File: src/hw/bch_bma_pkg.sv
//------------------------------
// Shared types for the BCH BMA solver over GF(2^13)
// Field polynomial x^13+x^4+x^3+x+1, elements in polynomial basis
// Locator and syndrome vectors are sized at the ports through T
//------------------------------
`default_nettype none

package bch_bma_pkg;

    // Field
    localparam int GF_M = 13;

    typedef logic [GF_M-1:0] gf_elem_t;

    // x^13 term implied
    localparam gf_elem_t GF_POLY = 13'h001b;
    localparam gf_elem_t GF_ONE  = 13'h0001;

    // Locator degree
    typedef logic [4:0] deg_t;

    // Operand pair of one multiplier
    typedef struct packed {
        gf_elem_t a;
        gf_elem_t b;
    } mult_ops_t;

    //------------------------------
    // Sequencer
    //------------------------------
    typedef enum logic [2:0] {
        IDLE,
        LOAD,
        EXPAND,
        DELTA,
        UPDATE,
        DONE
    } bma_phase_t;

    typedef struct packed {
        bma_phase_t phase;
        logic [4:0] step;
        logic [4:0] iter;
        logic       last_step;
    } seq_ctrl_t;

endpackage

`default_nettype wire

File: src/hw/gf_mult.sv
//------------------------------
// Combinational GF(2^13) multiplier
// Horner form, MSB of b first, one long XOR cone
//------------------------------
`default_nettype none

module gf_mult (
    input  bch_bma_pkg::mult_ops_t ops_i,
    output bch_bma_pkg::gf_elem_t  prod_o
);

    always_comb
    begin
        bch_bma_pkg::gf_elem_t acc;
        acc = '0;
        for (int i = bch_bma_pkg::GF_M - 1; i >= 0; i--)
        begin
            // Multiply running sum by x, fold x^13 back in
            if (acc[bch_bma_pkg::GF_M-1])
            begin
                acc = {acc[bch_bma_pkg::GF_M-2:0], 1'b0} ^ bch_bma_pkg::GF_POLY;
            end
            else
            begin
                acc = {acc[bch_bma_pkg::GF_M-2:0], 1'b0};
            end
            if (ops_i.b[i])
            begin
                acc = acc ^ ops_i.a;
            end
        end
        prod_o = acc;
    end

endmodule

`default_nettype wire

File: src/hw/bma_sequencer.sv
//------------------------------
// Phase sequencer of the BMA solver, fixed schedule
// Valid for T from 2 to 15; start_i is dropped unless idle
// Run length is 1 + (T-1) + T*(ceil((T+1)/2) + T+1) + 1 cycles
//------------------------------
`default_nettype none

module bma_sequencer #(
    parameter int T = 8
) (
    input  logic                   clk,
    input  logic                   rst_n,
    input  logic                   start_i,
    output bch_bma_pkg::seq_ctrl_t ctrl_o,
    output logic                   busy_o,
    output logic                   done_o
);

    // Two locator terms per discrepancy cycle
    localparam int DELTA_STEPS = (T + 2) / 2;

    localparam logic [4:0] EXPAND_LAST = 5'(T - 2);
    localparam logic [4:0] DELTA_LAST  = 5'(DELTA_STEPS - 1);
    localparam logic [4:0] UPDATE_LAST = 5'(T);
    localparam logic [4:0] ITER_LAST   = 5'(T - 1);

    bch_bma_pkg::bma_phase_t phase_q;
    logic [4:0]              step_q;
    logic [4:0]              iter_q;
    logic                    last_step;

    always_comb
    begin
        case (phase_q)
            bch_bma_pkg::LOAD,
            bch_bma_pkg::DONE:   last_step = 1'b1;
            bch_bma_pkg::EXPAND: last_step = (step_q == EXPAND_LAST);
            bch_bma_pkg::DELTA:  last_step = (step_q == DELTA_LAST);
            bch_bma_pkg::UPDATE: last_step = (step_q == UPDATE_LAST);
            default:             last_step = 1'b0;
        endcase
    end

    //------------------------------
    // Phase, step and iteration
    //------------------------------
    always_ff @(posedge clk)
    begin
        if (!rst_n)
        begin
            phase_q <= bch_bma_pkg::IDLE;
            step_q  <= '0;
            iter_q  <= '0;
        end
        else
        begin
            case (phase_q)
                bch_bma_pkg::IDLE:
                begin
                    if (start_i)
                    begin
                        phase_q <= bch_bma_pkg::LOAD;
                    end
                end
                bch_bma_pkg::LOAD:
                begin
                    phase_q <= bch_bma_pkg::EXPAND;
                end
                bch_bma_pkg::EXPAND:
                begin
                    if (last_step)
                    begin
                        phase_q <= bch_bma_pkg::DELTA;
                    end
                end
                bch_bma_pkg::DELTA:
                begin
                    if (last_step)
                    begin
                        phase_q <= bch_bma_pkg::UPDATE;
                    end
                end
                bch_bma_pkg::UPDATE:
                begin
                    if (last_step)
                    begin
                        phase_q <= (iter_q == ITER_LAST) ? bch_bma_pkg::DONE : bch_bma_pkg::DELTA;
                    end
                end
                default:
                begin
                    phase_q <= bch_bma_pkg::IDLE;
                end
            endcase

            if (last_step || phase_q == bch_bma_pkg::IDLE)
            begin
                step_q <= '0;
            end
            else
            begin
                step_q <= step_q + 5'd1;
            end

            if (phase_q == bch_bma_pkg::LOAD)
            begin
                iter_q <= '0;
            end
            else if (phase_q == bch_bma_pkg::UPDATE && last_step)
            begin
                iter_q <= iter_q + 5'd1;
            end
        end
    end

    assign ctrl_o = '{phase: phase_q, step: step_q, iter: iter_q, last_step: last_step};
    assign busy_o = (phase_q != bch_bma_pkg::IDLE);
    assign done_o = (phase_q == bch_bma_pkg::DONE);

endmodule

`default_nettype wire

File: src/hw/syndrome_bank.sv
//------------------------------
// Syndrome storage for the BMA solver
// Odd syndromes are sampled every idle cycle, so the start cycle wins
// Even syndromes S2..S(2T-2) are built by squaring during EXPAND
//------------------------------
`default_nettype none

module syndrome_bank #(
    parameter int T = 8
) (
    input  logic                              clk,
    input  logic                              rst_n,
    input  bch_bma_pkg::seq_ctrl_t            ctrl_i,
    input  bch_bma_pkg::gf_elem_t [T-1:0]     syndromes_i,
    input  bch_bma_pkg::gf_elem_t             square_i,
    output bch_bma_pkg::mult_ops_t            expand_ops_o,
    output bch_bma_pkg::mult_ops_t            delta_ops1_o,
    output bch_bma_pkg::mult_ops_t            delta_ops2_o,
    output logic                              error_o
);

    // odd_q[k] = S(2k+1), even_q[j] = S(2j)
    bch_bma_pkg::gf_elem_t odd_q  [T];
    bch_bma_pkg::gf_elem_t even_q [1:T-1];

    bch_bma_pkg::gf_elem_t square_src;
    bch_bma_pkg::gf_elem_t odd_sel;
    bch_bma_pkg::gf_elem_t even_sel;
    logic                  any_nonzero;
    logic                  error_q;

    always_ff @(posedge clk)
    begin
        if (ctrl_i.phase == bch_bma_pkg::IDLE)
        begin
            for (int k = 0; k < T; k++)
            begin
                odd_q[k] <= syndromes_i[k];
            end
        end
        // Step s writes S(2s+2)
        if (ctrl_i.phase == bch_bma_pkg::EXPAND)
        begin
            for (int j = 1; j < T; j++)
            begin
                if (ctrl_i.step == 5'(j - 1))
                begin
                    even_q[j] <= square_i;
                end
            end
        end
    end

    always_comb
    begin
        any_nonzero = 1'b0;
        for (int k = 0; k < T; k++)
        begin
            any_nonzero = any_nonzero | (|odd_q[k]);
        end
    end

    always_ff @(posedge clk)
    begin
        if (!rst_n)
        begin
            error_q <= 1'b0;
        end
        else if (ctrl_i.phase == bch_bma_pkg::LOAD)
        begin
            error_q <= any_nonzero;
        end
    end

    //------------------------------
    // Operand selection
    //------------------------------
    // Step s squares S(s+1), ascending so S(j) exists before S(2j)
    always_comb
    begin
        square_src = '0;
        for (int k = 0; k < T; k++)
        begin
            if (ctrl_i.step == 5'(2 * k))
            begin
                square_src = odd_q[k];
            end
        end
        for (int j = 1; j < T; j++)
        begin
            if (ctrl_i.step == 5'(2 * j - 1))
            begin
                square_src = even_q[j];
            end
        end
    end

    // Index iter - step; negative or zero even index gives no term
    always_comb
    begin
        odd_sel  = '0;
        even_sel = '0;
        for (int k = 0; k < T; k++)
        begin
            if ({1'b0, ctrl_i.iter} == {1'b0, ctrl_i.step} + 6'(k))
            begin
                odd_sel = odd_q[k];
            end
        end
        for (int j = 1; j < T; j++)
        begin
            if ({1'b0, ctrl_i.iter} == {1'b0, ctrl_i.step} + 6'(j))
            begin
                even_sel = even_q[j];
            end
        end
    end

    assign expand_ops_o = '{a: square_src, b: square_src};
    assign delta_ops1_o = '{a: '0, b: odd_sel};
    assign delta_ops2_o = '{a: '0, b: even_sel};
    assign error_o      = error_q;

endmodule

`default_nettype wire

File: src/hw/bma_core.sv
//------------------------------
// Inverse-free BMA datapath, binary BCH form
// New locator = theta*sigma + delta*x*prev, committed at the last update step
// Only the b field of the syndrome operand structs is used
//------------------------------
`default_nettype none

module bma_core #(
    parameter int T = 8
) (
    input  logic                          clk,
    input  logic                          rst_n,
    input  bch_bma_pkg::seq_ctrl_t        ctrl_i,
    input  bch_bma_pkg::mult_ops_t        expand_ops_i,
    input  bch_bma_pkg::mult_ops_t        delta_ops1_i,
    input  bch_bma_pkg::mult_ops_t        delta_ops2_i,
    input  bch_bma_pkg::gf_elem_t         prod1_i,
    input  bch_bma_pkg::gf_elem_t         prod2_i,
    output bch_bma_pkg::mult_ops_t        ops1_o,
    output bch_bma_pkg::mult_ops_t        ops2_o,
    output logic                          delta_nonzero_o,
    output bch_bma_pkg::deg_t             degree_o,
    output bch_bma_pkg::gf_elem_t [T:0]   locator_o
);

    bch_bma_pkg::gf_elem_t [T:0]   locator_q;
    bch_bma_pkg::gf_elem_t [T-1:0] prev_q;
    bch_bma_pkg::gf_elem_t [T-1:0] shadow_q;
    bch_bma_pkg::gf_elem_t         delta_q;
    bch_bma_pkg::gf_elem_t         theta_q;
    bch_bma_pkg::deg_t             degree_q;

    bch_bma_pkg::gf_elem_t coef;
    bch_bma_pkg::gf_elem_t loc_even;
    bch_bma_pkg::gf_elem_t loc_odd;
    bch_bma_pkg::gf_elem_t loc_term;
    bch_bma_pkg::gf_elem_t prev_term;

    assign coef = prod1_i ^ prod2_i;

    // Swap condition: delta nonzero and 2L <= 2r
    assign delta_nonzero_o = (|delta_q) && ({degree_q, 1'b0} <= {ctrl_i.iter, 1'b0});

    //------------------------------
    // Term selection
    //------------------------------
    always_comb
    begin
        loc_even  = '0;
        loc_odd   = '0;
        loc_term  = '0;
        prev_term = '0;
        for (int k = 0; k <= T; k++)
        begin
            if ({ctrl_i.step, 1'b0} == 6'(k))
            begin
                loc_even = locator_q[k];
            end
            if ({ctrl_i.step, 1'b1} == 6'(k))
            begin
                loc_odd = locator_q[k];
            end
            if (ctrl_i.step == 5'(k))
            begin
                loc_term = locator_q[k];
            end
        end
        // x*prev, so coefficient k takes prev[k-1]
        for (int k = 1; k <= T; k++)
        begin
            if (ctrl_i.step == 5'(k))
            begin
                prev_term = prev_q[k-1];
            end
        end
    end

    always_comb
    begin
        ops1_o = '0;
        ops2_o = '0;
        case (ctrl_i.phase)
            bch_bma_pkg::EXPAND:
            begin
                ops1_o = expand_ops_i;
            end
            bch_bma_pkg::DELTA:
            begin
                ops1_o = '{a: loc_even, b: delta_ops1_i.b};
                ops2_o = '{a: loc_odd,  b: delta_ops2_i.b};
            end
            bch_bma_pkg::UPDATE:
            begin
                ops1_o = '{a: loc_term,  b: theta_q};
                ops2_o = '{a: prev_term, b: delta_q};
            end
            default:
            begin
                ops1_o = '0;
            end
        endcase
    end

    //------------------------------
    // Result registers
    //------------------------------
    always_ff @(posedge clk)
    begin
        if (!rst_n)
        begin
            locator_q <= '0;
            degree_q  <= '0;
        end
        else if (ctrl_i.phase == bch_bma_pkg::LOAD)
        begin
            locator_q    <= '0;
            locator_q[0] <= bch_bma_pkg::GF_ONE;
            degree_q     <= '0;
        end
        else if (ctrl_i.phase == bch_bma_pkg::UPDATE && ctrl_i.last_step)
        begin
            locator_q <= {coef, shadow_q};
            if (delta_nonzero_o)
            begin
                degree_q <= bch_bma_pkg::deg_t'({ctrl_i.iter, 1'b1} - {1'b0, degree_q});
            end
        end
    end

    // Working registers
    always_ff @(posedge clk)
    begin
        case (ctrl_i.phase)
            bch_bma_pkg::LOAD:
            begin
                theta_q   <= bch_bma_pkg::GF_ONE;
                prev_q    <= '0;
                prev_q[0] <= bch_bma_pkg::GF_ONE;
            end
            bch_bma_pkg::DELTA:
            begin
                delta_q <= ((ctrl_i.step == 5'd0) ? '0 : delta_q) ^ coef;
            end
            bch_bma_pkg::UPDATE:
            begin
                for (int k = 0; k < T; k++)
                begin
                    if (ctrl_i.step == 5'(k))
                    begin
                        shadow_q[k] <= coef;
                    end
                end
                if (ctrl_i.last_step)
                begin
                    if (delta_nonzero_o)
                    begin
                        // prev becomes x*sigma, top term falls off
                        theta_q <= delta_q;
                        prev_q  <= locator_q[T-1:0] << bch_bma_pkg::GF_M;
                    end
                    else
                    begin
                        prev_q <= prev_q << (2 * bch_bma_pkg::GF_M);
                    end
                end
            end
            default:
            begin
                theta_q <= theta_q;
            end
        endcase
    end

    assign degree_o  = degree_q;
    assign locator_o = locator_q;

endmodule

`default_nettype wire

File: src/hw/bch_bma_top.sv
//------------------------------
// BCH error-locator solver top, GF(2^13)
// One problem at a time, results hold until the next start_i
//------------------------------
`default_nettype none

module bch_bma_top #(
    parameter int T = 8
) (
    input  logic                        clk,
    input  logic                        rst_n,
    input  logic                        start_i,
    input  bch_bma_pkg::gf_elem_t [T-1:0] syndromes_i,
    output logic                        busy_o,
    output logic                        done_o,
    output logic                        error_o,
    output bch_bma_pkg::deg_t           degree_o,
    output bch_bma_pkg::gf_elem_t [T:0] locator_o
);

    bch_bma_pkg::seq_ctrl_t ctrl;
    bch_bma_pkg::mult_ops_t expand_ops;
    bch_bma_pkg::mult_ops_t delta_ops1;
    bch_bma_pkg::mult_ops_t delta_ops2;
    bch_bma_pkg::mult_ops_t ops1;
    bch_bma_pkg::mult_ops_t ops2;
    bch_bma_pkg::gf_elem_t  prod1;
    bch_bma_pkg::gf_elem_t  prod2;

    bma_sequencer #(.T(T)) seq_i (
        .clk     (clk),
        .rst_n   (rst_n),
        .start_i (start_i),
        .ctrl_o  (ctrl),
        .busy_o  (busy_o),
        .done_o  (done_o)
    );

    syndrome_bank #(.T(T)) synd_i (
        .clk          (clk),
        .rst_n        (rst_n),
        .ctrl_i       (ctrl),
        .syndromes_i  (syndromes_i),
        .square_i     (prod1),
        .expand_ops_o (expand_ops),
        .delta_ops1_o (delta_ops1),
        .delta_ops2_o (delta_ops2),
        .error_o      (error_o)
    );

    // Swap decision stays inside the core
    bma_core #(.T(T)) core_i (
        .clk             (clk),
        .rst_n           (rst_n),
        .ctrl_i          (ctrl),
        .expand_ops_i    (expand_ops),
        .delta_ops1_i    (delta_ops1),
        .delta_ops2_i    (delta_ops2),
        .prod1_i         (prod1),
        .prod2_i         (prod2),
        .ops1_o          (ops1),
        .ops2_o          (ops2),
        .delta_nonzero_o (),
        .degree_o        (degree_o),
        .locator_o       (locator_o)
    );

    gf_mult mult1_i (
        .ops_i  (ops1),
        .prod_o (prod1)
    );

    gf_mult mult2_i (
        .ops_i  (ops2),
        .prod_o (prod2)
    );

endmodule

`default_nettype wire

File: config.mk
export PLATFORM = sky130hd
export DESIGN_NAME = bch_bma_top
export DESIGN_NICKNAME = d
export VERILOG_FILES = /design/src/hw/bch_bma_pkg.sv /design/src/hw/gf_mult.sv /design/src/hw/bma_sequencer.sv /design/src/hw/syndrome_bank.sv /design/src/hw/bma_core.sv /design/src/hw/bch_bma_top.sv
export SDC_FILE = /design/constraint.sdc
export NUM_CORES = 2
export LEC_CHECK = 0
export BUFFER_PORTS_ARGS = -buffer_cell sky130_fd_sc_hd__buf_2
export CAP_MARGIN = 5
export CORE_MARGIN = 3
export CORE_UTILIZATION = 35
export DETAILED_ROUTE_END_ITERATION = 8
export PLACE_DENSITY = 0.62
export SETUP_SLACK_MARGIN = 0.15
export SKIP_LAST_GASP = 1
export SLEW_MARGIN = 40
export SYNTH_ARGS = -nofsm -noshare
export SYNTH_HDL_FRONTEND = slang
export SYNTH_SLANG_ARGS = --single-unit
File: constraint.sdc
create_clock -name clk -period 6.7 [get_ports clk]
set_input_delay 1.34 -clock clk [delete_from_list [all_inputs] [get_ports clk]]
set_output_delay 1.34 -clock clk [all_outputs]
set_load 0.02 [all_outputs]
Word level (Yosys, flattened, before mapping)
Memories as Yosys holds them, arrays and structs flattened.
Cells that the tools add are included.
Widths: inputs -> output; s select.
{ "word_totals": {"ff_bits": 370, "latchBits": 0, "mem_bits_rw": 195, "rom_bits": 0, "input_bits": 107, "out_inout_bits": 125, "word_cells": 339, "mem_count": 2} }
{ "memory_table": {"columns": ["memory", "depth", "width", "read_ports", "rd_ports_with_merged_regs", "write_ports", "line", "text"], "rows": [
  ["synd_i.odd_q", 8, 13, 8, 0, 8, "syndrome_bank.sv:23", "bch_bma_pkg::gf_elem_t odd_q [T];"],
  ["synd_i.even_q", 7, 13, 7, 0, 1, "syndrome_bank.sv:24", "bch_bma_pkg::gf_elem_t even_q [1:T-1];"]
]} }
{ "classes": {"n_addsub": 10, "mul": 0, "div": 0, "n_lt_le_gt_ge": 1, "n_eq_ne": 33, "shifts": 0, "mux": 164, "n_bitwise": 58, "reduce_logical": 38} }
{ "ops": {"columns": ["cell", "count"], "rows": [
  ["$mux 13", 90],
  ["$xor 13x13->13", 26],
  ["$mux 104", 2],
  ["$pmux 104 s2", 1],
  ["$reduce_or 13->1", 15],
  ["$mux 5", 24],
  ["$not 4->4", 24],
  ["$pmux 26 s3", 1],
  ["$pmux 26 s2", 1],
  ["$eq 5x6->1", 7],
  ["$eq 5x4->1 const B", 7],
  ["$mux 3", 11],
  ["$mux 1", 31],
  ["$pmux 13 s2", 1],
  ["$eq 5x3->1 const B", 5],
  ["$add 5x3->6 const B", 4],
  ["$reduce_and 2->1", 10],
  ["$pmux 3 s5", 1],
  ["$add 5x2->6 const B", 2],
  ["$add 5x1->5 const B", 2],
  ["$eq 5x2->1 const B", 2],
  ["$ne 2x2->1 const B", 4],
  ["$or 1x1->1", 7],
  ["$add 5x1->6 const B", 1],
  ["19 further kinds", 25]
]} }

Logic depth before layout (Yosys ltp)
{ "logic_depth": {"ltp_word": 72, "mapped_depth": 26} }

Hierarchy
A second synthesis with hierarchy kept.
{ "unflattened": {"cells_unflattened": 3665, "area_unflattened_um2": 33661.0} }
{ "by_module_without_submodules": {"columns": ["module", "instances", "cells_per_inst", "area_per_inst_um2"], "rows": [
  ["bma_core", 1, 1775, 16684.8],
  ["syndrome_bank", 1, 1007, 10847.9],
  ["gf_mult", 2, 396, 2662.6],
  ["bma_sequencer", 1, 91, 803.3]
]} }

Least setup slack after synthesis
OpenSTA, ideal clock, no wires.
{ "synth_timing": {"path_kind": "reg2reg", "start": "register seq_i.step_q[2]", "end": "register core_i.delta_q[4] (data pin)", "arrival_time_ns": 4.795, "required_ns": 6.441, "setup_slack_ns": 1.646, "path_stages_with_launch": 22, "path_buffers": 5, "period_less_slack_ns": 5.054, "path_cell_list": "dfxtp_1 > buf_2 > inv_1 > ha_1 > buf_2 > buf_2 > buf_2 > buf_2 > nor2b_1 > and3_1 > a2111oi_0 > a21oi_1 > o21ai_1 > o31ai_1 > o21ai_0 > xnor2_1 > xnor3_1 > xnor3_1 > xnor3_2 > xnor3_1 > xnor3_2 > xnor2_1"} }
{ "synth_between": {"elab_chain_len": 52} }
{ "synth_rtl": {"columns": ["item", "line", "text"], "rows": [
  ["from (decl)", "bma_sequencer.sv:28", "logic [4:0] step_q;"],
  ["from (signal assigned)", "bma_sequencer.sv:102", "step_q <= step_q + 5'd1;"],
  ["$logic_not 5->1", null, null],
  ["$mux 13 (8 in a row)", "syndrome_bank.sv:84", "if (ctrl_i.step == 5'(2 * k))"],
  ["$mux 13 (7 in a row)", "syndrome_bank.sv:91", "if (ctrl_i.step == 5'(2 * j - 1))"],
  ["$pmux 26 s3", "bma_core.sv:82", "case (ctrl_i.phase)"],
  ["$mux 13", "gf_mult.sv:27", "if (ops_i.b[i])"],
  ["$xor 13x13->13", "gf_mult.sv:29", "acc = acc ^ ops_i.a;"],
  ["$mux 13", "gf_mult.sv:27", null],
  ["$xor 13x13->13", "gf_mult.sv:29", null],
  ["(+24 left out)", null, null],
  ["$mux 13", "gf_mult.sv:27", null],
  ["$not 4->4 (no source line)", null, null],
  ["$mux 5", "gf_mult.sv:19", "if (acc[bch_bma_pkg::GF_M-1])"],
  ["$xor 13x13->13", "gf_mult.sv:29", null],
  ["$mux 13", "gf_mult.sv:27", null],
  ["$xor 13x13->13 *", "bma_core.sv:39", "assign coef = prod1_i ^ prod2_i;"],
  ["named net core_i.coef[4]", "bma_core.sv:33", "bch_bma_pkg::gf_elem_t coef;"],
  ["$xor 13x13->13 *", "bma_core.sv:142", "delta_q <= ((ctrl_i.step == 5'd0) ? '0 : delta_q) ^ coef;"],
  ["to (signal assigned)", "bma_core.sv:142", null],
  ["to (decl)", "bma_core.sv:29", "bch_bma_pkg::gf_elem_t delta_q;"]
]} }
Mark *: on every way through the listed nets, which the timed path passes. The rest lies on a longest branch.
A chain may end at the register's enable or synchronous reset.

Final worst setup path
{ "layout_timing": {"start": "register seq_i.step_q[1]", "end": "register core_i.delta_q[4] (data pin)"} }
The elaborated chain is that of the path after synthesis.

==> metrics <==
area share of the largest cell type after synthesis roughly 37%; distinct cell type count after synthesis between 100 and 150; crit path time final about 6400 ps; NetSw 7.86 mW; DR WL/cell between 20 and 30 um; Root Driver clkbuf_16; switching share of power 43.2%; Core Rows ~110; max cap viols 0; Slew @ Worst Pin 925 ps; top cells by area, synth edfxtp_1 37%, dfxtp_1 8.1%, nand2_1 8.0%, xnor2_1 6.8%, a21oi_1 5.1%; Ports around 230; TritonRoute pass-1 iters 9; Clock Skew ~50 ps; CTS tree yes; post-synth design cell area about 34000 um^2; Worst Setup Start Kind flip-flop; via/cell ratio slightly above 6; share of layout cells above drive strength 1 between 10% and 20%; final WL approximately 150000 um; count of buffer and inverter cells on the critical path 4; Final Util between 40% and 50%; number of synthesized flops with an enable pin around 420; GPL Wtd Cong around 1.1; CP delay by family, top XOR/XNOR gates; part of the power in the clock network 17.9%; Critical Path Fanout Max 30; fillers ~9300; Area Growth Syn to Fin 16.4%; Die Wd 316 um; max-slew violations 0; largest net degree at the start of global routing 91; Worst VDD drop ~0.00056 V; R2R Setup Slk between 200 and 300 ps; Main synth FF type edfxtp_1; Hold Buf Count CTS 0; Post-synth top cells 720 x nand2_1, 417 x edfxtp_1, 345 x a21oi_1; initial antenna violation count 3; drt drc 0; fin nets 3965; Fin Hold WS roughly 500 ps; Post-Synthesis Net Count between 3000 and 4000; Seq/Total Area, Yosys a little under half; die area 100000 um^2; critical path type reg -> reg; hpwl dp ~110000 um; PortBufs ~230; met1 Track Usage GR about two fifths; largest area contributor in the netlist edfxtp_1; gr usage total between 20% and 30%; static leakage roughly 13 nW; CP endpoint kind flip-flop; final cycle utilization of the critical path between 90% and 100%; FMAX 156 MHz; initial drt markers approximately 4800; internal power a little over 10 mW; Comb power frac ~47%; cell total after placement between 5000 and 6000; Yosys warning total 0; M2 GR Usage between 40% and 50%; CTS sink cnt about 550; Avg Cell Area, Syn around 9.4 um^2; Worst Hold Class reg -> reg; Final ANT Viol Nets 0; Num CTS Buffers 57; Post-Syn Instances around 3600; Power Total ~18 mW; H-Tree Depth 2; Worst-path clk slew 70 ps; GR Util met3 between 7 and 8%; Clock Latency Late Sink between 600 and 700 ps; global route total overflow 0; first-pass GRT wire length around 220000 um; clock tree buffer depth 3; DR vias between 30000 and 40000; Critical Path RT between 7000 and 8000 ps; Largest stage delay, worst path about 700 ps; critical-path cell list inv_2 > ha_4 > nor2b_1 > buf_12 > a221oi_1 > a2bb2oi_1 > o22a_1 > o221ai_1 > buf_4 > buf_4 > nand2_1 > xor3_1 > xnor3_1 > xnor3_2 > xnor3_1 > xnor3_2 > xnor2_1; core area between 90000 and 100000 um^2; RSZ-0062 raised after global routing false; Worst Path Arrival about 7000 ps; Die Y-Extent between 300 and 400 um; top-count cell post-synth nand2_1; Reg power frac between 30% and 40%; asr flop ratio synth 0%; synthesized flop and latch total around 550; Slew Limit Headroom between 30% and 40%; status completed; Fin Setup TNS 0 ps; vias in the first global route 29500; Pwr Density roughly 460 nW/um^2; Top Usage Layer GRT met2; non-filler instance count after layout 5146; final hold violations 0; final setup vio count 0; slowest CP cell a2bb2oi_1; Initial Util 35.4%
## worst reg2reg max path, stage by stage (launching register included)
cell	delay, ps
dfxtp_1	450
inv_2	230
ha_4	480
nor2b_1	220
buf_12	200
a221oi_1	390
a2bb2oi_1	700
o22a_1	420
o221ai_1	180
buf_4	200
buf_4	160
nand2_1	70
xor3_1	440
xnor3_1	440
xnor3_2	430
xnor3_1	410
xnor3_2	570
xnor2_1	200
## through the flow
stage / area (um^2) / setup WS [ps]
after global routing: 39200 / 175
after floorplan: 33700 / 1650
after detailed placement: 37200 / 263
after global placement: 37000 / 85.2
final: 39200 / 281
after CTS: 39100 / 271
## power groups by stage
stage | clock [mW] | sequential (mW) | combinational [mW]
floorplan | 0 | 6.04 | 4.13
global placement | 0 | 6.45 | 7.69
detailed placement | 0 | 6.42 | 7.83
CTS | 3.28 | 6.37 | 7.87
global route | 3.41 | 6.43 | 8.72
finish | 3.26 | 6.43 | 8.51
## layer usage
metal  part of all wire (%)  wire length (um)  vias to the layer above
met3                     12             18200                      512
met2                     43             66500                     2377
met1                     38             58900                    15100
met5                 0.0078                12                        -
met4                    6.7             10300                        2
li1                       -                 -                    13500
## cell type report
cell class | count | area, um^2 | area share (%)
diodes | 1 | 2.50 | 0.00638
clock buffers | 77 | 1630 | 4.15
clock inverters | 28 | 262 | 0.667
inverters | 56 | 218 | 0.555
multi-input cells | 2699 | 17200 | 43.8
flip-flops and latches | 553 | 15200 | 38.9
well taps | 1265 | 1580 | 4.04
repair buffers | 467 | 3110 | 7.93
## path summary, 6_finish.rpt
kind	startpoint	end	cells past startpoint
min	core_i.shadow_q[66]	core_i.locator_o[66]	2
max	seq_i.step_q[1]	core_i.delta_q[4]	17
min reg2reg	core_i.shadow_q[66]	core_i.locator_o[66]	2
max reg2reg	seq_i.step_q[1]	core_i.delta_q[4]	17
## sequential cells by signal, summed over array words and instances, names as in the netlist
signal and cells:
core_i.degree_o 5, core_i.delta_q 13, core_i.locator_o 117, core_i.prev_q 92, core_i.shadow_q 104, core_i.theta_q 13, seq_i.iter_q 5, seq_i.phase_q 3
seq_i.step_q 5, synd_i.error_o 1, synd_i.even_q 91, synd_i.odd_q 104
## placed cells by master (no fill, tap or decap), drive strengths merged, types with 64 or more instances in the layout
| cell | netlist | final |
|---|---|---|
| nor2 | 217 | 217 |
| dfxtp | 136 | 136 |
| xnor2 | 270 | 270 |
| o21ai | 154 | 154 |
| clkbuf | 144 | 77 |
| edfxtp | 417 | 417 |
| nand3 | 64 | 64 |
| buf | 136 | 467 |
| nand2 | 721 | 721 |
| a21oi | 346 | 346 |
## logic make-up after synthesis
kind of cell	Yosys count	synth area share, %
AOI/OAI and AO/OA	969	19.4
xor gates and xnor gates	374	11.8
adders and majority gates	24	0.914
buffers and inverters	336	4.63
DFF	553	45.3
muxes	4	0.119
and+or+nand+nor	1328	17.9
## repair_timing
item | CTS | global route
setup endpoints to repair | 0 | 67
resized for setup | 0 | 4
setup buffers | 0 | 6
Power figures use the tool's default switching activity.
